===== config.mk =====
export PLATFORM = sky130hd
export DESIGN_NAME = axis_width_converter
export DESIGN_NICKNAME = d
export VERILOG_FILES = /design/src/source/axis_pkg.sv /design/src/source/axis_if.sv /design/src/source/axis_width_converter.sv /design/src/source/axis_downsizer.sv /design/src/source/axis_upsizer.sv
export VERILOG_INCLUDE_DIRS = /design/src /design/src/source
export SDC_FILE = /design/constraint.sdc
export NUM_CORES = 1
export LEC_CHECK = 0
export ABC_AREA = 1
export BUFFER_PORTS_ARGS = -buffer_cell sky130_fd_sc_hd__clkbuf_2
export CORE_MARGIN = 4
export CORE_UTILIZATION = 30
export CTS_BUF_LIST = sky130_fd_sc_hd__clkbuf_4 sky130_fd_sc_hd__clkbuf_8
export CTS_CLUSTER_DIAMETER = 120
export DETAILED_ROUTE_END_ITERATION = 8
export HOLD_SLACK_MARGIN = 0.03
export SKIP_LAST_GASP = 1
export SLEW_MARGIN = 20
export SYNTH_ARGS = -nofsm -noshare
export SYNTH_HDL_FRONTEND = slang
export SYNTH_SLANG_ARGS = --single-unit

===== constraint.sdc =====
create_clock -name clk -period 8.2 [get_ports clk]
set_input_delay 0.41 -clock clk [delete_from_list [all_inputs] [get_ports clk]]
set_output_delay 0.41 -clock clk [all_outputs]
set_load 0.01 [all_outputs]

===== src/source/axis_macros.svh =====
// axis width converter parameters
// stream widths and packing ratios shared by the design and the bench

`ifndef AXIS_MACROS_SVH
`define AXIS_MACROS_SVH

// input stream word, three bytes
`define AXIS_DWIDTH_IN 24

// output stream word, four bytes
`define AXIS_DWIDTH_OUT 32

// narrow words gathered into one wide word
`define AXIS_UP 4

// output words split from one wide word
`define AXIS_DOWN 3

// common wide word between the two stages
// 24 x 4 = 96 = 32 x 3, the least common multiple of both widths
`define AXIS_DWIDTH_WIDE (`AXIS_DWIDTH_IN * `AXIS_UP)

`endif

===== src/source/axis_pkg.sv =====
// axis width converter types
// word types for the input, wide and output streams

`default_nettype none

`include "axis_macros.svh"

package axis_pkg;

  // one beat on the 24-bit input stream
  typedef logic [`AXIS_DWIDTH_IN-1:0] in_word_t;

  // one packed group of input beats, slot 0 in the low bits
  typedef logic [`AXIS_DWIDTH_WIDE-1:0] wide_word_t;

  // one beat on the 32-bit output stream
  typedef logic [`AXIS_DWIDTH_OUT-1:0] out_word_t;

endpackage

`default_nettype wire


===== src/source/axis_if.sv =====
// axi-stream link
// data, valid, ready and last between two stages of the converter

`timescale 1ns/1ps
`default_nettype none

interface axis_if #(
  parameter int DWIDTH = 32
);

  logic [DWIDTH-1:0] data;
  logic              valid;
  logic              ready;
  logic              last;

  // the side that produces beats
  modport source (
    output data,
    output valid,
    output last,
    input  ready
  );

  // the side that consumes beats
  modport sink (
    input  data,
    input  valid,
    input  last,
    output ready
  );

endinterface

`default_nettype wire


===== src/source/axis_width_converter.sv =====
// axi-stream width converter, 24 to 32 bits
// upsizer packs four input beats into 96 bits, downsizer emits three output beats
// packets that end mid-group are zero padded to the next 96-bit boundary

`timescale 1ns/1ps
`default_nettype none

`include "axis_macros.svh"

module axis_width_converter
  import axis_pkg::*;
(
  input  logic      clk,
  input  logic      reset,

  // input stream
  input  in_word_t  src_data,
  input  logic      src_valid,
  input  logic      src_last,
  output logic      src_ready,

  // output stream
  output out_word_t sink_data,
  output logic      sink_valid,
  output logic      sink_last,
  input  logic      sink_ready
);

  // both stages must meet at the same wide width
  if (`AXIS_DWIDTH_WIDE != `AXIS_DWIDTH_OUT * `AXIS_DOWN) begin : g_width_check
    $error("wide word does not split evenly into output words");
  end

  axis_if #(.DWIDTH(`AXIS_DWIDTH_IN))   narrow_if ();
  axis_if #(.DWIDTH(`AXIS_DWIDTH_WIDE)) wide_if ();
  axis_if #(.DWIDTH(`AXIS_DWIDTH_OUT))  out_if ();

  // input ports onto the narrow link
  assign narrow_if.data = src_data;
  assign narrow_if.valid = src_valid;
  assign narrow_if.last = src_last;
  assign src_ready = narrow_if.ready;

  // output link onto the sink ports
  assign sink_data = out_if.data;
  assign sink_valid = out_if.valid;
  assign sink_last = out_if.last;
  assign out_if.ready = sink_ready;

  axis_upsizer #(
    .DWIDTH(`AXIS_DWIDTH_IN),
    .UP(`AXIS_UP)
  ) up0 (
    .clk,
    .reset,
    .narrow(narrow_if.sink),
    .wide(wide_if.source)
  );

  axis_downsizer #(
    .DWIDTH(`AXIS_DWIDTH_WIDE),
    .DOWN(`AXIS_DOWN)
  ) down0 (
    .clk,
    .reset,
    .wide(wide_if.sink),
    .narrow(out_if.source)
  );

endmodule

`default_nettype wire


===== src/source/axis_downsizer.sv =====
// axi-stream downsizer
// splits one wide beat into DOWN narrow beats with the lowest subword first
// last goes out only with the final subword

`timescale 1ns/1ps
`default_nettype none

`include "axis_macros.svh"

module axis_downsizer #(
  parameter int DWIDTH = `AXIS_DWIDTH_WIDE,
  parameter int DOWN = `AXIS_DOWN
) (
  input logic    clk,
  input logic    reset,
  axis_if.sink   wide,
  axis_if.source narrow
);

  localparam int OUT_W = DWIDTH / DOWN;
  localparam int IDX_W = (DOWN > 1) ? $clog2(DOWN) : 1;
  localparam logic [IDX_W-1:0] IDX_MAX = IDX_W'(DOWN - 1);

  logic [DWIDTH-1:0] hold;
  logic [IDX_W-1:0]  idx;
  logic              full;
  logic              hold_last;

  logic final_sub;
  logic take_in;
  logic take_out;

  assign final_sub = (idx == IDX_MAX);
  assign take_in = wide.valid && wide.ready;
  assign take_out = full && narrow.ready;

  // room when empty or when the final subword leaves this cycle
  assign wide.ready = !full || (narrow.ready && final_sub);

  assign narrow.valid = full;
  assign narrow.data = hold[idx*OUT_W +: OUT_W];
  assign narrow.last = full && hold_last && final_sub;

  // subword index and full flag
  always_ff @(posedge clk) begin
    if (reset) begin
      idx <= '0;
      full <= 1'b0;
      hold_last <= 1'b0;
    end else begin
      if (take_out) begin
        if (final_sub) begin
          idx <= '0;
        end else begin
          idx <= idx + 1'b1;
        end
      end

      // reload wins over release when both happen together
      if (take_in) begin
        full <= 1'b1;
        hold_last <= wide.last;
      end else if (take_out && final_sub) begin
        full <= 1'b0;
      end
    end
  end

  // holding register
  always_ff @(posedge clk) begin
    if (take_in) begin
      hold <= wide.data;
    end
  end

  // a beat with last ends its wide word and the next beat starts at subword 0
  last_on_final: assert property (
    @(posedge clk) disable iff (reset)
    narrow.valid && narrow.ready && narrow.last |=> idx == '0
  ) else $error("downsizer last left before the final subword");

  // stalled output beat stays put until it is taken
  narrow_hold: assert property (
    @(posedge clk) disable iff (reset)
    narrow.valid && !narrow.ready |=>
      narrow.valid && $stable(narrow.data) && $stable(narrow.last)
  ) else $error("downsizer output beat changed under back-pressure");

endmodule

`default_nettype wire


===== src/source/axis_upsizer.sv =====
// axi-stream upsizer
// gathers UP narrow beats into one wide beat, lowest slot first
// a beat with last closes the group early, unused slots stay zero

`timescale 1ns/1ps
`default_nettype none

`include "axis_macros.svh"

module axis_upsizer #(
  parameter int DWIDTH = `AXIS_DWIDTH_IN,
  parameter int UP = `AXIS_UP
) (
  input logic    clk,
  input logic    reset,
  axis_if.sink   narrow,
  axis_if.source wide
);

  localparam int WIDE_W = DWIDTH * UP;
  localparam int SLOT_W = (UP > 1) ? $clog2(UP) : 1;
  localparam logic [SLOT_W-1:0] SLOT_MAX = SLOT_W'(UP - 1);

  logic [SLOT_W-1:0] slot;
  logic [WIDE_W-1:0] acc;
  logic              full;
  logic              acc_last;

  logic take_in;
  logic take_out;
  logic group_done;

  assign take_in = narrow.valid && narrow.ready;
  assign take_out = full && wide.ready;

  // group closes on the last slot or on packet end
  assign group_done = take_in && (narrow.last || (slot == SLOT_MAX));

  // accept while not full, or while the full word leaves this cycle
  assign narrow.ready = !full || wide.ready;

  assign wide.valid = full;
  assign wide.data = acc;
  assign wide.last = acc_last;

  // slot counter and full flag
  always_ff @(posedge clk) begin
    if (reset) begin
      slot <= '0;
      full <= 1'b0;
      acc_last <= 1'b0;
    end else begin
      if (take_in) begin
        if (group_done) begin
          slot <= '0;
        end else begin
          slot <= slot + 1'b1;
        end
      end

      // a new group may close in the same cycle the old one leaves
      if (group_done) begin
        full <= 1'b1;
        acc_last <= narrow.last;
      end else if (take_out) begin
        full <= 1'b0;
      end
    end
  end

  // accumulator
  // slot 0 clears the upper slots, so a short group is zero padded
  always_ff @(posedge clk) begin
    if (take_in) begin
      if (slot == '0) begin
        acc <= WIDE_W'(narrow.data);
      end else begin
        acc[slot*DWIDTH +: DWIDTH] <= narrow.data;
      end
    end
  end

  // counter wraps before it passes the top slot
  slot_in_range: assert property (
    @(posedge clk) disable iff (reset)
    slot <= SLOT_MAX
  ) else $error("upsizer slot %0d beyond %0d", slot, SLOT_MAX);

  // a stalled wide beat keeps its payload until it is taken
  wide_hold: assert property (
    @(posedge clk) disable iff (reset)
    wide.valid && !wide.ready |=>
      wide.valid && $stable(wide.data) && $stable(wide.last)
  ) else $error("upsizer wide beat changed under back-pressure");

endmodule

`default_nettype wire


# Word-level counts from Yosys, hierarchy flattened
# Index checks and enable logic that the tools add are counted.
[word_totals] in_bits=29 ff_bits=200
[op_classes] n_shift=3 n_addsub=3 multipliers=1 n_reduce_logical=16 n_eq_ne=2 n_mux=8
[op_table] op="bitwise mux 96 bit" n=1
[op_table] op="variable shift 24 x 34 -> 96 bit (first input constant)" n=1
[op_table] op="indexed part select 24 x 34 -> 96 bit" n=1
[op_table] op="indexed part select 96 x 8 -> 32 bit" n=1
[op_table] op="negation 7 -> 34 bit" n=1
[op_table] op="two-way mux 24 bit" n=1
[op_table] op="logical AND 1 bit" n=8
[op_table] op="adder 2 x 1 -> 2 bit (second input constant)" n=2
[op_table] op="== test 2 bit (second input constant)" n=2
[op_table] op="multiplier 2 x 2 -> 4 bit (second input constant)" n=1
[op_table] op="two-way mux 1 bit" n=4
[op_table] op="two-way mux 2 bit" n=2
[op_table] op="nonzero test 2 bit" n=2
[op_table] op="logical OR 1 bit" n=3
[op_table] op="zero test 1 bit" n=2
[op_table] op="zero test 2 bit" n=1

# Depth between registers and ports, before layout
[depth] depth_word=7 mapped_depth=12

# Hierarchy
# Synthesis repeated with hierarchy kept, for this count alone.
[hier_totals] hier_cells=842 hier_area_um2=8871.0
[by_module_without_submodules] mod="axis_upsizer" cells_each=580 area_per_inst_um2=5186.2 seq_area_each_um2=2962.8 n_inst=1
[by_module_without_submodules] mod="axis_downsizer" cells_each=262 area_per_inst_um2=3684.8 seq_area_each_um2=2962.8 n_inst=1

# Least setup slack after synthesis
# No wires, ideal clock.
[synth_timing] path_kind="register -> register" from="register down0.idx[1]" to="register down0.hold_last" slack_ps=2291 arrival_time_ps=5790 path_buffers=1 stages_incl_launch_ff=6 required_ps=8082 period_less_slack_ps=5909 setup_ps=118 path_cell_list="dfxtp_1 -> buf_2 -> nand3_1 -> a21oi_1 -> o21ai_0 -> a21oi_1"
[synth_between] elab_chain_len=4
[synth_rtl] item="start: declaration" line="axis_downsizer.sv:25" source="logic [IDX_W-1:0] idx;"
[synth_rtl] item="start signal: assignment" line="axis_downsizer.sv:55" source="idx <= idx + 1'b1;"
[synth_rtl] item="== test 2 bit" line="axis_downsizer.sv:33" source="assign final_sub = (idx == IDX_MAX);"
[synth_rtl] item="logical AND 1 bit" line="axis_downsizer.sv:38" source="assign wide.ready = !full || (narrow.ready && final_sub);"
[synth_rtl] item="logical OR 1 bit" line="axis_downsizer.sv:38"
[synth_rtl] item="logical AND 1 bit" line="axis_downsizer.sv:34" source="assign take_in = wide.valid && wide.ready;"
[synth_rtl] item="via down0.take_in" line="axis_downsizer.sv:30" source="logic take_in;"
[synth_rtl] item="end signal: assignment" line="axis_downsizer.sv:62" source="hold_last <= wide.last;"
[synth_rtl] item="end: declaration" line="axis_downsizer.sv:27" source="logic hold_last;"
# The timed path passes the listed nets, and every way through them passes these cells.
# A chain may end at the register's enable or synchronous reset.

# Worst setup path after layout
[layout_timing] from="register down0.idx[1]" to="output sink_data[6]"
[layout_between] elab_chain_len=1
[layout_rtl] item="indexed part select 96 x 8 -> 32 bit" line="axis_downsizer.sv:41" source="assign narrow.data = hold[idx*OUT_W +: OUT_W];"
[layout_rtl] item="end: declaration" line="axis_width_converter.sv:23" source="output out_word_t sink_data,"
# Every way passes these cells.

==> tab_implementation.tex <==
\begin{tabular}{lr}
\hline
Metric & Value \\
\hline
\multicolumn{2}{l}{\textbf{STA}} \\
\quad Final hold violation count & 0 \\
\quad Fin crit period & 3.35 ns \\
\quad Highest Clock Rate & 299 MHz \\
\quad Setup repair after global routing missed its margin & no \\
\quad TNS Setup & 0 ns \\
\quad Pin slew with the least headroom to its limit & about 1.1 ns \\
\quad Clock Skew & around 0.011 ns \\
\quad Final setup viols & 0 \\
\quad Worst hold slack after final layout & $\sim$0.16 ns \\
\quad Ratio of final minimum period to clock period & between 40\% and 50\% \\
\quad Total count of max-transition violations in the final report & 0 \\
\quad Max-slew headroom & 26.4\% \\
\multicolumn{2}{l}{\textbf{Yosys}} \\
\quad Number of synthesized register bits & 200 \\
\quad Count of unique library cells instantiated by Yosys & 36 \\
\quad Synthesized cell area & around 9100 um\^{}2 \\
\quad Register area share after synthesis & between 60\% and 70\% \\
\quad Count of mapped cells out of synthesis & $\sim$830 \\
\quad Most area-consuming cells after synthesis & edfxtp\_1 63\%, nand2\_1 9.1\%, nand3\_1 6.5\%, inv\_1 3.2\%, o211ai\_1 2.6\% \\
\quad Proportion of register bits with asynchronous set or reset after synthesis & 0\% \\
\quad Post-Synthesis Mean Instance Area & about 11 um\^{}2 \\
\quad Prevailing post-synth register cell & edfxtp\_1 \\
\quad Post-synth top area cell & edfxtp\_1 \\
\quad Top cells by instance count after synthesis & 220 x nand2\_1, 192 x edfxtp\_1, 118 x nand3\_1 \\
\quad Post-Syn Nets & 867 \\
\quad Number of warning messages in the yosys log & 0 \\
\quad Number of flops mapped to enable cells by yosys & $\sim$190 \\
\quad Share of Yosys cell area claimed by the top area cell type & between 60\% and 70\% \\
\quad Cell with the most instances after synthesis & nand2\_1 \\
\multicolumn{2}{l}{\textbf{Floorplan}} \\
\quad Top-Level Pins & 64 \\
\quad Initial Util & 30.6\% \\
\quad Die area & $\sim$33,000 um\^{}2 \\
\quad Core region area & around 30,000 um\^{}2 \\
\quad Rows & 63 \\
\quad Die H & 182 um \\
\quad Die X & 182 um \\
\multicolumn{2}{l}{\textbf{Pwr}} \\
\quad Static leakage & about 4 nW \\
\quad Cell Pwr Density & a little over 200 nW/um\^{}2 \\
\quad Worst vdd ir & $\sim$0.08 mV \\
\multicolumn{2}{l}{\textbf{Placed design}} \\
\quad I/O Buffers & 63 \\
\quad Detailed Place HPWL & between 15,000 and 20,000 um \\
\quad Global placer's final weighted congestion & 0.869 \\
\multicolumn{2}{l}{\textbf{Detailed routing}} \\
\quad Via count & about 6,300 \\
\quad Final WL & 23,700 um \\
\quad ANT nets after route & 0 \\
\quad Number of remaining DRC errors & 0 \\
\quad Detailed-route wire length per cell & 18.5 um \\
\quad Avg Vias per Cell & 4.87 \\
\quad Length of the first detailed-routing pass in iterations & 5 \\
\quad Violation count after the first detailed-routing iteration & $\sim$760 \\
\multicolumn{2}{l}{\textbf{Global route}} \\
\quad Total Routing Usage GR & 14.3\% \\
\quad Via count of the first global-routing pass & 6,167 \\
\quad Initial antenna violation count & 0 \\
\quad Wire length of the first global-routing pass & about 37,000 um \\
\quad Sum of overflow across all layers after global routing & 0 \\
\quad Largest net degree at the start of global routing & 55 \\
\multicolumn{2}{l}{\textbf{Setup path}} \\
\quad Classification of the worst setup path & flip-flop to output port \\
\quad CP arrival & between 2 and 3 ns \\
\quad Required time of the critical path & a little under 8 ns \\
\quad Worst-path maximum fanout & 23 \\
\quad Crit path launch type & flip-flop \\
\quad Kind of end point of the critical path & output port \\
\multicolumn{2}{l}{\textbf{Final layout}} \\
\quad Synth-to-Final Area Change & 10.9\% \\
\quad Antenna Cells & 0 \\
\quad Share of cells above drive strength 1 & between 10\% and 20\% \\
\quad Total number of nets in the final design & slightly above 900 \\
\multicolumn{2}{l}{\textbf{Clock tree}} \\
\quad Clock transition at path regs & 0.10 ns \\
\quad Number of buffers between clock root and the deepest sink & 2 \\
\quad CTS buffer count & 17 \\
\quad Quantity of hold-fixing buffers added after cts & 0 \\
\quad Post-CTS setup buffers & 0 \\
\quad Insertion delay to the later sink of the worst-skew pair & 0.47 ns \\
\quad CTS tree & built \\
\quad Number of cells upsized or downsized after cts & 0 \\
\quad Clock root cell & clkbuf\_8 \\
\quad Number of clock sinks & 200 \\
\quad Number of H-tree branching levels & 4 \\
\multicolumn{2}{l}{\textbf{Worst hold path}} \\
\quad Tightest Hold Check Type & input port to flip-flop \\
\multicolumn{2}{l}{\textbf{Outcome}} \\
\quad Outcome & finished, final reports clean \\
\multicolumn{2}{l}{\textbf{Flow run}} \\
\quad Count of max-cap constraint violations & 0 \\
\hline
\end{tabular}
## worst paths after layout
check,depth (start not counted),slack [ns],endpoint,from
setup / recovery,5,4.85,sink_data[6],down0.idx[1]$_SDFFE_PP0P_
hold / removal,2,0.16,down0.idx[1]$_SDFFE_PP0P_,reset
setup reg to reg,8,4.96,up0.wide.data[26]$_SDFFCE_PP0P_,up0.slot[0]$_SDFFE_PP0P_
hold reg to reg,0,0.42,down0.hold[17]$_DFFE_PP_,up0.wide.data[17]$_DFFE_PP_
## stage by stage
| step | std cells | total power [mW] | area, um^2 | setup slack, ns | utilization, % |
|---|---|---|---|---|---|
| finish | 1285 | 2.08 | 10100 | 4.85 | 33.9 |
| global route | 1285 | 2.18 | 10100 | 4.65 | 33.9 |
| CTS | 1285 | 2.10 | 10100 | 4.40 | 33.9 |
| detailed placement | 1253 | 1.52 | 9750 | 4.88 | 32.7 |
| global placement | 1253 | 1.51 | 9740 | 4.77 | 32.7 |
| floorplan | 833 | 1.43 | 9110 | 2.29 | - |
## report_power, final
part           total (mW)  switching, mW  internal [mW]  leakage (nW)
Combinational       0.273          0.205         0.0685          1.86
Sequential           1.22         0.0244           1.19          1.93
Clock               0.594          0.354          0.240         0.163
## cell usage in the layout, fill, tap and decap left out, types with 2 or more instances in the layout
cell / count
nand2_1: 219
and2_0: 2
nor2_2: 2
a22o_1: 8
nand3_1: 118
clkinvlp_4: 6
edfxtp_1: 192
inv_1: 77
and2_1: 4
clkbuf_8: 17
nand3_2: 12
a21oi_2: 11
nand4_1: 16
inv_2: 4
dfxtp_1: 7
ha_1: 4
a21oi_1: 21
clkinv_1: 5
clkbuf_2: 63
o211ai_1: 32
buf_4: 12
nor2_1: 25
nand2_2: 4
inv_6: 2
nor2_4: 2
o21ai_0: 14
## per-layer routing
| metal | global-route usage [%] | vias up | routed length [um] |
|---|---|---|---|
| li1 | - | 2996 | - |
| met1 | 20.5 | 3027 | 10900 |
| met2 | 22.5 | 212 | 11000 |
| met3 | 2.89 | 25 | 1520 |
| met4 | 3.45 | 0 | 323 |
| met5 | 0 | - | 0 |
## flip-flops by register name (all words and copies together), names as in the netlist
signal / count
up0.wide.data: 96
up0.wide.valid: 1
down0.hold_last: 1
up0.slot: 2
down0.narrow.valid: 1
up0.wide.last: 1
down0.idx: 2
down0.hold: 96
## critical path: stages, from the launching register on
cell	delay [ns]
dfxtp_2	0.72
buf_4	0.33
or2_1	0.65
buf_4	0.42
o211ai_1	0.16
clkbuf_2	0.16
## layout make-up
cell class,instances,area (um^2)
fill,3033,19700
clock buffer,17,234
timing repair buffer,75,405
clock inverter,15,128
sequential,200,5930
multi-input combinational,505,2610
inverter,83,314
tap,390,488
## cells by family after synthesis
kind of cell / after synthesis / share of synthesized area (%)
compound gates: 89 / 6.58
xor+xnor: 2 / 0.604
fa+ha+maj: 5 / 0.686
buf+inv: 128 / 6.55
flops: 200 / 65.0
simple gates: 409 / 20.6
Note: power is estimated with default switching activity, not from simulation.
